===== config.mk =====
export PLATFORM = sky130hd
export DESIGN_NAME = ex_stage
export DESIGN_NICKNAME = d
export VERILOG_FILES = /design/src/common/ex_pkg.sv /design/src/logic/alu.sv /design/src/logic/csr_buffer.sv /design/src/logic/ex_stage.sv /design/src/logic/flu_writeback.sv /design/src/multiplier/mult_pipe.sv
export SDC_FILE = /design/constraint.sdc
export NUM_CORES = 2
export LEC_CHECK = 0
export BUFFER_PORTS_ARGS = -buffer_cell sky130_fd_sc_hd__buf_2
export CAP_MARGIN = 40
export CORE_MARGIN = 10
export CORE_UTILIZATION = 40
export CTS_CLUSTER_SIZE = 40
export DETAILED_ROUTE_END_ITERATION = 8
export GPL_TIMING_DRIVEN = 0
export SYNTH_ARGS = -nofsm -noshare
export SYNTH_HDL_FRONTEND = slang
export SYNTH_SLANG_ARGS = --single-unit

===== constraint.sdc =====
create_clock -name clk_i -period 7.17 [get_ports clk_i]
set_input_delay 0.717 -clock clk_i [delete_from_list [all_inputs] [get_ports clk_i]]
set_output_delay 0.717 -clock clk_i [all_outputs]
set_load 0.005 [all_outputs]

===== src/common/ex_pkg.sv =====
package ex_pkg;

    // ------------------------------
    // Datapath widths
    // ------------------------------
    localparam int unsigned XLEN          = 32;
    localparam int unsigned TRANS_ID_BITS = 3;
    localparam int unsigned CSR_ADDR_BITS = 12;
    localparam int unsigned OP_BITS       = 4;

    // ------------------------------
    // Operation codes
    // ------------------------------

    // ALU operations
    localparam logic [OP_BITS-1:0] OP_ADD    = 4'd0;
    localparam logic [OP_BITS-1:0] OP_SUB    = 4'd1;
    localparam logic [OP_BITS-1:0] OP_XOR    = 4'd2;
    localparam logic [OP_BITS-1:0] OP_OR     = 4'd3;
    localparam logic [OP_BITS-1:0] OP_AND    = 4'd4;

    // Shifts by the low five bits of operand b
    localparam logic [OP_BITS-1:0] OP_SLL    = 4'd5;
    localparam logic [OP_BITS-1:0] OP_SRL    = 4'd6;
    localparam logic [OP_BITS-1:0] OP_SRA    = 4'd7;

    // Comparisons, result is 0 or 1
    localparam logic [OP_BITS-1:0] OP_SLT    = 4'd8;
    localparam logic [OP_BITS-1:0] OP_SLTU   = 4'd9;

    // Multiplier operations
    // MUL returns the low word, the rest the high word
    localparam logic [OP_BITS-1:0] OP_MUL    = 4'd10;
    localparam logic [OP_BITS-1:0] OP_MULH   = 4'd11;
    localparam logic [OP_BITS-1:0] OP_MULHU  = 4'd12;
    localparam logic [OP_BITS-1:0] OP_MULHSU = 4'd13;

    // ------------------------------
    // Second operand
    // ------------------------------

    // ALU and multiplier use the data view.
    // CSR instructions carry the CSR address in the low bits.
    typedef union packed {
        logic [XLEN-1:0] data;
        struct packed {
            logic [XLEN-CSR_ADDR_BITS-1:0] reserved;
            logic [CSR_ADDR_BITS-1:0]      csr_addr;
        } csr;
    } operand_t;

endpackage


===== src/logic/alu.sv =====
`timescale 1ns/10ps

module alu import ex_pkg::*; (
    input  logic               alu_valid_i,
    input  logic [OP_BITS-1:0] operation_i,
    input  logic [XLEN-1:0]    operand_a_i,
    input  operand_t           operand_b_i,
    output logic [XLEN-1:0]    result_o
);

    // Silenced operands
    logic [XLEN-1:0] op_a;
    logic [XLEN-1:0] op_b;

    // Shared adder
    logic                    subtract;
    logic [XLEN-1:0]         adder_b;
    logic [XLEN-1:0]         adder_sum;

    // Shifter and comparator
    logic [$clog2(XLEN)-1:0] shamt;
    logic                    less_signed;
    logic                    less_unsigned;

    // ------------------------------
    // Input silencing
    // ------------------------------

    // Idle cycles keep the adder and shifter inputs at zero
    assign op_a = alu_valid_i ? operand_a_i       : '0;
    assign op_b = alu_valid_i ? operand_b_i.data  : '0;

    // ------------------------------
    // Arithmetic
    // ------------------------------
    assign subtract  = (operation_i == OP_SUB);
    assign adder_b   = subtract ? ~op_b : op_b;
    // Two's complement subtract via carry in
    assign adder_sum = op_a + adder_b + {{(XLEN-1){1'b0}}, subtract};

    assign shamt         = op_b[$clog2(XLEN)-1:0];
    assign less_signed   = ($signed(op_a) < $signed(op_b));
    assign less_unsigned = (op_a < op_b);

    // ------------------------------
    // Result select
    // ------------------------------
    always_comb begin
        result_o = '0;
        unique case (operation_i)
            OP_ADD,
            OP_SUB:  result_o = adder_sum;
            OP_XOR:  result_o = op_a ^ op_b;
            OP_OR:   result_o = op_a | op_b;
            OP_AND:  result_o = op_a & op_b;
            OP_SLL:  result_o = op_a << shamt;
            OP_SRL:  result_o = op_a >> shamt;
            OP_SRA:  result_o = $unsigned($signed(op_a) >>> shamt);
            OP_SLT:  result_o = {{(XLEN-1){1'b0}}, less_signed};
            OP_SLTU: result_o = {{(XLEN-1){1'b0}}, less_unsigned};
            // Multiplier opcodes never reach a valid ALU issue
            default: result_o = '0;
        endcase
    end

endmodule


===== src/logic/csr_buffer.sv =====
`timescale 1ns/10ps

module csr_buffer import ex_pkg::*; (
    input  logic                     clk_i,
    input  logic                     rst_ni,
    input  logic                     flush_i,
    input  logic                     csr_valid_i,
    input  logic                     csr_commit_i,
    input  logic [XLEN-1:0]          operand_a_i,
    input  operand_t                 operand_b_i,
    output logic                     csr_ready_o,
    output logic [XLEN-1:0]          csr_result_o,
    output logic [CSR_ADDR_BITS-1:0] csr_addr_o
);

    // One entry, address only
    logic                     full_q;
    logic [CSR_ADDR_BITS-1:0] addr_q;

    // ------------------------------
    // Entry state
    // ------------------------------
    always_ff @(posedge clk_i or negedge rst_ni) begin
        if (!rst_ni) begin
            full_q <= 1'b0;
        end else if (flush_i) begin
            full_q <= 1'b0;
        end else if (csr_valid_i) begin
            full_q <= 1'b1;
        end else if (csr_commit_i) begin
            full_q <= 1'b0;
        end
    end

    // Address is visible to the CSR file after reset as zero
    always_ff @(posedge clk_i or negedge rst_ni) begin
        if (!rst_ni) begin
            addr_q <= '0;
        end else if (csr_valid_i && !flush_i) begin
            addr_q <= operand_b_i.csr.csr_addr;
        end
    end

    // Blocks further issue until the CSR instruction commits
    assign csr_ready_o  = ~full_q;
    // Write data goes straight back to the scoreboard
    assign csr_result_o = operand_a_i;
    assign csr_addr_o   = addr_q;

    // Issuer has to wait for ready before a second CSR op
    no_issue_when_full_a: assert property (
        @(posedge clk_i) disable iff (!rst_ni) csr_valid_i |-> !full_q
    ) else $error("CSR issued while the buffer still holds an entry");

endmodule


===== src/logic/ex_stage.sv =====
`timescale 1ns/10ps

module ex_stage import ex_pkg::*; (
    input  logic                     clk_i,
    input  logic                     rst_ni,
    input  logic                     flush_i,

    // Issue port
    input  logic                     alu_valid_i,
    input  logic                     mult_valid_i,
    input  logic                     csr_valid_i,
    input  logic [OP_BITS-1:0]       operation_i,
    input  logic [XLEN-1:0]          operand_a_i,
    input  operand_t                 operand_b_i,
    input  logic [TRANS_ID_BITS-1:0] trans_id_i,

    // CSR commit from the scoreboard
    input  logic                     csr_commit_i,

    // Writeback port
    output logic                     flu_ready_o,
    output logic                     flu_valid_o,
    output logic [XLEN-1:0]          flu_result_o,
    output logic [TRANS_ID_BITS-1:0] flu_trans_id_o,

    output logic [CSR_ADDR_BITS-1:0] csr_addr_o
);

    logic [XLEN-1:0]          alu_result;
    logic [XLEN-1:0]          csr_result;
    logic [XLEN-1:0]          mult_result;
    logic                     mult_valid;
    logic [TRANS_ID_BITS-1:0] mult_trans_id;
    logic                     csr_ready;

    // ------------------------------
    // Fixed latency units
    // ------------------------------

    // Single cycle
    alu alu_i (
        .alu_valid_i  ( alu_valid_i ),
        .operation_i  ( operation_i ),
        .operand_a_i  ( operand_a_i ),
        .operand_b_i  ( operand_b_i ),
        .result_o     ( alu_result  )
    );

    // Two cycles, fully pipelined
    mult_pipe mult_pipe_i (
        .clk_i,
        .rst_ni,
        .flush_i,
        .mult_valid_i,
        .operation_i,
        .operand_a_i,
        .operand_b_i,
        .trans_id_i,
        .result_o        ( mult_result   ),
        .mult_valid_o    ( mult_valid    ),
        .mult_trans_id_o ( mult_trans_id )
    );

    // Holds the CSR address until commit
    csr_buffer csr_buffer_i (
        .clk_i,
        .rst_ni,
        .flush_i,
        .csr_valid_i,
        .csr_commit_i,
        .operand_a_i,
        .operand_b_i,
        .csr_ready_o  ( csr_ready  ),
        .csr_result_o ( csr_result ),
        .csr_addr_o
    );

    // ------------------------------
    // Shared writeback
    // ------------------------------
    flu_writeback flu_writeback_i (
        .alu_valid_i,
        .csr_valid_i,
        .trans_id_i,
        .alu_result_i    ( alu_result    ),
        .csr_result_i    ( csr_result    ),
        .mult_result_i   ( mult_result   ),
        .mult_valid_i    ( mult_valid    ),
        .mult_trans_id_i ( mult_trans_id ),
        .csr_ready_i     ( csr_ready     ),
        .flu_valid_o,
        .flu_result_o,
        .flu_trans_id_o,
        .flu_ready_o
    );

endmodule


===== src/logic/flu_writeback.sv =====
`timescale 1ns/10ps

module flu_writeback import ex_pkg::*; (
    input  logic                     alu_valid_i,
    input  logic                     csr_valid_i,
    input  logic [TRANS_ID_BITS-1:0] trans_id_i,
    input  logic [XLEN-1:0]          alu_result_i,
    input  logic [XLEN-1:0]          csr_result_i,
    input  logic [XLEN-1:0]          mult_result_i,
    input  logic                     mult_valid_i,
    input  logic [TRANS_ID_BITS-1:0] mult_trans_id_i,
    input  logic                     csr_ready_i,
    output logic                     flu_valid_o,
    output logic [XLEN-1:0]          flu_result_o,
    output logic [TRANS_ID_BITS-1:0] flu_trans_id_o,
    output logic                     flu_ready_o
);

    // ------------------------------
    // Result mux
    // ------------------------------

    assign flu_valid_o = mult_valid_i | alu_valid_i | csr_valid_i;

    // Multiplier first since its result was issued two cycles ago
    // CSR result is the fallback
    always_comb begin
        flu_result_o   = csr_result_i;
        flu_trans_id_o = trans_id_i;
        if (mult_valid_i) begin
            flu_result_o   = mult_result_i;
            flu_trans_id_o = mult_trans_id_i;
        end else if (alu_valid_i) begin
            flu_result_o   = alu_result_i;
        end
    end

    // ------------------------------
    // Issue readiness
    // ------------------------------

    // Port is taken by a multiply result this cycle
    // or the CSR entry is still waiting for commit
    assign flu_ready_o = ~mult_valid_i & csr_ready_i;

    // Single write port into the scoreboard
    always_comb begin
        one_writer_a: assert ($onehot0({mult_valid_i, alu_valid_i, csr_valid_i}))
            else $error("more than one unit drives the writeback port");
    end

endmodule


===== src/multiplier/mult_pipe.sv =====
`timescale 1ns/10ps

module mult_pipe import ex_pkg::*; (
    input  logic                     clk_i,
    input  logic                     rst_ni,
    input  logic                     flush_i,
    input  logic                     mult_valid_i,
    input  logic [OP_BITS-1:0]       operation_i,
    input  logic [XLEN-1:0]          operand_a_i,
    input  operand_t                 operand_b_i,
    input  logic [TRANS_ID_BITS-1:0] trans_id_i,
    output logic [XLEN-1:0]          result_o,
    output logic                     mult_valid_o,
    output logic [TRANS_ID_BITS-1:0] mult_trans_id_o
);

    // Sign handling for the 33 bit operands
    logic                     sign_a;
    logic                     sign_b;
    logic [XLEN:0]            ext_a;
    logic [XLEN:0]            ext_b;

    // Stage 1
    logic                     stage1_valid_q;
    logic [XLEN:0]            stage1_a_q;
    logic [XLEN:0]            stage1_b_q;
    logic [OP_BITS-1:0]       stage1_op_q;
    logic [TRANS_ID_BITS-1:0] stage1_id_q;

    // Stage 2
    logic signed [2*XLEN+1:0] prod_full;
    logic                     stage2_valid_q;
    logic [2*XLEN-1:0]        stage2_prod_q;
    logic [OP_BITS-1:0]       stage2_op_q;
    logic [TRANS_ID_BITS-1:0] stage2_id_q;

    // ------------------------------
    // Operand extension
    // ------------------------------
    always_comb begin
        sign_a = 1'b0;
        sign_b = 1'b0;
        case (operation_i)
            OP_MULH: begin
                sign_a = 1'b1;
                sign_b = 1'b1;
            end
            OP_MULHSU: sign_a = 1'b1;
            OP_MUL,
            OP_MULHU:  sign_a = 1'b0;
            default:   sign_a = 1'b0;
        endcase
    end

    // Operands stay zero while no multiply is issued
    assign ext_a = mult_valid_i ? {sign_a & operand_a_i[XLEN-1], operand_a_i} : '0;
    assign ext_b = mult_valid_i ? {sign_b & operand_b_i.data[XLEN-1], operand_b_i.data} : '0;

    assign prod_full = $signed(stage1_a_q) * $signed(stage1_b_q);

    // ------------------------------
    // Pipeline registers
    // ------------------------------
    always_ff @(posedge clk_i or negedge rst_ni) begin
        if (!rst_ni) begin
            stage1_valid_q <= 1'b0;
            stage2_valid_q <= 1'b0;
        end else if (flush_i) begin
            stage1_valid_q <= 1'b0;
            stage2_valid_q <= 1'b0;
        end else begin
            stage1_valid_q <= mult_valid_i;
            stage2_valid_q <= stage1_valid_q;
        end
    end

    always_ff @(posedge clk_i) begin
        stage1_a_q    <= ext_a;
        stage1_b_q    <= ext_b;
        stage1_op_q   <= operation_i;
        stage1_id_q   <= trans_id_i;
        stage2_prod_q <= prod_full[2*XLEN-1:0];
        stage2_op_q   <= stage1_op_q;
        stage2_id_q   <= stage1_id_q;
    end

    // Low word for MUL and high word for the MULH variants
    assign result_o        = (stage2_op_q == OP_MUL) ? stage2_prod_q[XLEN-1:0]
                                                     : stage2_prod_q[2*XLEN-1:XLEN];
    assign mult_valid_o    = stage2_valid_q;
    assign mult_trans_id_o = stage2_id_q;

    // Issuer holds multiplies back while the pipeline is flushed
    no_issue_on_flush_a: assert property (
        @(posedge clk_i) disable iff (!rst_ni) flush_i |-> !mult_valid_i
    ) else $error("multiply issued in the same cycle as a flush");

endmodule


# Word-level counts from Yosys, hierarchy flattened
# Index checks and enable logic that the tools add are counted.
# totals
regBits	159
latch_bits	0
mem_bits_rw	0
mem_bits_ro	0
input_bits	78
memories	0
# classes
n_addsub	2
mul	1
n_div	0
order_cmp	2
n_eq_ne	12
shift	3
n_mux	15
bitwise	11
n_reduce_logical	6
# op_table
cell	count
one-hot mux 32 bit (9 select lines)	1
two-way mux 32 bit	6
less-than comparator 32 bit	2
multiplier 33 x 33 -> 64 bit	1
adder 32 x 1 -> 32 bit	1
adder 32 bit	1
bitwise AND 32 bit	1
NOT 32 bit	1
bitwise OR 32 bit	1
left shift 32 x 5 -> 32 bit	1
>> shifter 32 x 5 -> 32 bit	1
>>> shifter 32 x 5 -> 32 bit	1
bitwise XOR 32 bit	1
equality test 4 bit, second input constant	5
equality test 4 x 3 -> 1 bit, second input constant	4
equality test 4 x 2 -> 1 bit, second input constant	2
two-way mux 1 bit	7
equality test 4 x 1 -> 1 bit, second input constant	1
logical NOT 4 bit	1
OR reduction 2 bit	2
bitwise AND 1 bit	3
two-way mux 3 bit	1
nonzero test 3 bit	1
NOT 1 bit	2
3 further kinds	4

# Logic depth before layout (Yosys ltp)
# depth
ltp_word	8
ltp_mapped	29

# By module
# A second synthesis with hierarchy kept.
# unflattened
cells_unflattened	5913
area_unflattened_um2	52450.3
# modules_own_cells
module	instances	cells_per_inst	area_each_um2	seq_area_each_um2
mult_pipe	1	4370	41940.2	2932.8
alu	1	1368	8958.6	0.0
csr_buffer	1	63	790.8	325.3
flu_writeback	1	112	760.7	0.0

# Worst setup path before layout
# OpenSTA, ideal clock, no wires.
# synth_path
kind	reg2reg
startpoint	reg mult_pipe_i.stage1_a_q[32]
endpoint	reg mult_pipe_i.stage2_prod_q[61]
arrival_time_ns	7.371
required_time_ns	7.079
setup_slack_ns	-0.292
path_stages_with_launch	27
path_cell_list	dfxtp_1 clkbuf_1 nand2_1 inv_1 fa_1 fa_1 inv_1 fa_1 inv_1 fa_1 inv_1 fa_1 fa_1 fa_1 fa_1 inv_1 ha_1 clkbuf_1 a21o_1 a21o_1 o21bai_1 a21o_1 a211o_1 a21oi_1 o21ai_1 nor2b_1 a311oi_1
# synth_via
elab_chain_cells	1
# synth_lines
item	line_no	rtl
start: declaration	mult_pipe.sv:25	logic [XLEN:0] stage1_a_q;
start signal: assignment	mult_pipe.sv:78	stage1_a_q <= ext_a;
multiplier 33 x 33 -> 64 bit	mult_pipe.sv:59	assign prod_full = $signed(stage1_a_q) * $signed(stage1_b_q);
via mult_pipe_i.prod_full[61]	mult_pipe.sv:31	logic signed [2*XLEN+1:0] prod_full;
end signal: assignment	mult_pipe.sv:82	stage2_prod_q <= prod_full[2*XLEN-1:0];
end: declaration	mult_pipe.sv:33	logic [2*XLEN-1:0] stage2_prod_q;
# The timed path passes the listed nets, and every way through them passes these cells.
# A chain may end at the register's enable or synchronous reset.

# Worst setup path after layout
# layout_path
startpoint	reg mult_pipe_i.stage1_b_q[28]
endpoint	reg mult_pipe_i.stage2_prod_q[61]
# layout_via
elab_chain_cells	1
# layout_lines
item	line_no	rtl
start: declaration	mult_pipe.sv:26	logic [XLEN:0] stage1_b_q;
start signal: assignment	mult_pipe.sv:79	stage1_b_q <= ext_b;
multiplier 33 x 33 -> 64 bit	mult_pipe.sv:59	
via mult_pipe_i.prod_full[61]	mult_pipe.sv:31	
# The timed path passes the listed nets, and every way through them passes these cells.

==> metrics.md <==
| Metric | Value |
|---|---|
| Outcome | `complete, but fails checks` |
| Failing checks | `setup timing` |
| CTS tree | `done` |
| Non-filler cells, final | `7843` |
| Most common cell type on the critical path | `fa_1` |
| Final net count | `7694` |
| Ratio of cells with drive above 1 in the final layout | `16.73%` |
| Post-Place Cells | `7654` |
| Max Cap Viol | `0` |
| Final GP Congestion | `1.082` |
| Final critical-path share of the clock period | `108.8%` |
| Yosys Warn Count | `0` |
| Clk_lat worst skew | `~440 ps` |
| Largest net degree at the start of global routing | `25` |
| Row Count | `between 100 and 150` |
| Final setup viols | `30` |
| CORE AREA | `0.1272 mm²` |
| Skew final | `roughly 15 ps` |
| DR vias | `44.76k` |
| Total CTS buffers | `17` |
| Synth cell count leaders | `inv_1, fa_1, nand2_1, and2_1, ha_1` |
| Final worst slack | `-632.0 ps` |
| CP Launch Type | `flip-flop` |
| Avg Inst Size Synth | `8.913 µm²` |
| Worst-case clock buffer depth | `2` |
| Yosys top cell by area | `fa_1` |
| Worst EP arrival | `8130 ps` |
| Cell family with most CP delay | `adder cells` |
| 1st-iter DRT viols | `4856` |
| Pwr per Cell Area | `257.1 mW/mm²` |
| Post-route antenna net violation count | `0` |
| Worst Tran Pin Value | `approximately 990 ps` |
| DRC Markers | `0` |
| Post-Syn Nets | `7278` |
| Worst Setup Path Type | `flip-flop to flip-flop` |
| Crit-path slowest cell | `fa_1` |
| Total Wirelength | `250600 µm` |
| Drt first pass iters | `8` |
| Antenna violations before repair | `32` |
| CP max stage delay | `630 ps` |
| CP Max Fanout | `10` |
| Initial core utilization | `approximately 40%` |
| IO Pins | `127` |
| Maximum clock frequency | `128.2 MHz` |
| CTS H-tree lvls | `4` |
| Die Area | `roughly 0.14 mm²` |
| Area Growth Syn to Fin | `17.46%` |
| DR WL/cell | `around 32 µm` |
| Cells after synthesis | `5735` |
| CP Buf/Inv Count | `4` |
| Chip height | `377.5 µm` |
| GRT Total Usage | `35.20%` |
| Synth top area cells | `fa_1, inv_1, ha_1, and2_1, dfxtp_1` |
| Post-synth top area share | `44.10%` |
| Die X | `377.5 µm` |
| Grt ovf | `0` |
| Clock net sink count | `159` |
| Total Power | `15.44 mW` |
| Slew headroom | `34.18%` |
| Final min period | `7802 ps` |
| Top_reg_cell synth | `dfxtp_1` |
| Max-slew violation count | `0` |
| Yosys reg bits | `159` |
| Via density per instance | `5.707` |
| Worst Hold Class | `input pin to asynchronous set/reset pin` |
| Pleak | `29.35 nW` |
| CTS Hold Buffers Added | `0` |
| Dpl hpwl | `211700 µm` |
| Register area share after synthesis | `about 6.4%` |
| Vias in the first global route | `47.30k` |
| CTS clk-pin slew, worst paths | `roughly 70 ps` |
| Post-Syn Area | `0.05112 mm²` |
| Crit path cell chain | `clkbuf_2 -> nand2_1 -> fa_1 -> inv_1 -> fa_1 -> fa_1 -> fa_2 -> fa_1 -> fa_1 -> fa_1 -> inv_1 -> fa_1 -> inv_1 -> ha_1 -> and4_2 -> and3_1 -> nand3_1 -> a21oi_2 -> o32a_4 -> a31oi_4 -> o21ai_2 -> nor2b_1 -> a311oi_4` |
| Hold WS | `174.8 ps` |
| Post-synth EDFFs | `0` |
| First-pass GRT wire length | `between 300000 and 400000 µm` |
| VDD IR max | `between 0.0004 and 0.0005 V` |
| Worst setup EP type | `flip-flop` |
| Asr flop ratio synth | `9.434%` |
| Most frequent cell after synthesis | `inv_1` |
| RSZ-0062 raised after global routing | `true` |
| Clk root buf | `clkbuf_16` |
| Unique masters post-synth | `86` |
| Worst path required time | `7500 ps` |
| Fill cells | `approximately 12k` |
| Port-buffer cells | `124` |
| Final hold violations | `0` |
| Place WS | `-2179 ps` |
metal layers:
metal / vias up / wire, µm / GRT usage (%)
li1: 18306 / - / -
met4: 24 / 22130 / 24.50
met1: 22663 / 90530 / 43.09
met3: 770 / 28560 / 9.366
met2: 2994 / 109100 / 53.84
met5: - / 319 / 0.8420
cell families after synthesis:
| kind of cell | synth area share [%] |
|---|---|
| buffers and inverters | 11.07 |
| muxes | 2.913 |
| AOI/OAI and AO/OA | 8.415 |
| DFF | 6.374 |
| xor gates and xnor gates | 2.227 |
| adders and majority gates | 52.40 |
| and+or+nand+nor | 16.61 |
placed cells by master (no fill, tap or decap), types with 19 or more instances in the layout:
cell type | Yosys | routed
clkbuf_2 | 0 | 39
ha_1 | 339 | 305
nor3b_1 | 34 | 33
buf_4 | 2 | 149
fa_1 | 1126 | 1090
inv_2 | 3 | 23
ha_4 | 0 | 19
a21o_1 | 54 | 54
xnor2_1 | 97 | 87
and2_1 | 596 | 577
o21bai_1 | 19 | 19
a211oi_1 | 29 | 24
nor2_1 | 154 | 148
o211ai_1 | 39 | 39
a221oi_1 | 34 | 33
buf_8 | 0 | 49
a21oi_1 | 154 | 128
buf_6 | 3 | 89
o21ai_0 | 142 | 133
inv_1 | 1165 | 1138
o21a_1 | 33 | 33
xor2_1 | 33 | 27
buf_2 | 29 | 171
mux2_2 | 58 | 58
nor3_1 | 30 | 27
clkbuf_4 | 0 | 36
nand2_1 | 737 | 728
fa_2 | 0 | 36
dfxtp_1 | 144 | 81
nand3_1 | 39 | 33
mux2i_1 | 61 | 61
clkbuf_16 | 0 | 30
clkbuf_1 | 262 | 82
nor2b_1 | 34 | 33
dfxtp_4 | 0 | 53
clkbuf_8 | 0 | 52
final timing paths:
check / slack, ps / endpoint / start / cells past startpoint
worst min-delay path: 170 / csr_buffer_i.csr_addr_o[5] / rst_ni / 1
max in group asynchronous: 6730 / mult_pipe_i.mult_valid_o / rst_ni / 1
worst max-delay path: -630 / mult_pipe_i.stage2_prod_q[61] / mult_pipe_i.stage1_b_q[28] / 23
worst min register to register: 330 / mult_pipe_i.mult_trans_id_o[2] / mult_pipe_i.stage1_id_q[2] / 0
worst max register to register: -630 / mult_pipe_i.stage2_prod_q[61] / mult_pipe_i.stage1_b_q[28] / 23
min in group clk_i: 330 / mult_pipe_i.mult_trans_id_o[2] / mult_pipe_i.stage1_id_q[2] / 0
sequential cells by signal, indices dropped and copies added, names as in the netlist:
signal and flops:
csr_buffer_i.full_q 1, mult_pipe_i.stage1_b_q 33, mult_pipe_i.stage1_id_q 3, mult_pipe_i.stage1_valid_q 1
mult_pipe_i.mult_valid_o 1, mult_pipe_i.mult_trans_id_o 3, mult_pipe_i.stage2_op_q 4, mult_pipe_i.stage2_prod_q 64
mult_pipe_i.stage1_a_q 33, mult_pipe_i.stage1_op_q 4, csr_buffer_i.csr_addr_o 12
power by group:
group	internal [mW]	total, mW	leakage (nW)	switching, mW
combinational	5.30	13.0	27.6	7.74
clock	0.561	0.959	0.304	0.398
sequential	1.17	1.43	1.42	0.258
total	7.04	15.4	29.4	8.40
what timing repair did:
action	4_1_cts	5_1_grt
buffers inserted	111	35
gates cloned	0	1
endpoints found under the setup margin	62	46
pin swaps	105	75
resized for setup	716	135
metrics by stage:
step	area (µm²)	TNS [ps]	util (%)
after floorplan	51160	0	-
after global placement	53860	-85240	42.35
after detailed placement	55520	-58780	43.65
after CTS	59400	-9938	46.70
after global routing	60010	-16340	47.18
final	60040	-12330	47.21
area by class of cell:
class,count,area (µm²),share of cell area (%)
multi-input combinational,4087,43470,72.40
inverter,1171,4418,7.358
timing repair buffer,404,3587,5.974
sequential,159,3470,5.778
buffer,311,2355,3.922
tap,1662,2079,3.463
clock buffer,17,425.4,0.7085
clock inverter,15,195.2,0.3251
antenna,17,42.54,0.07085
(Power assumes the default switching activity.)
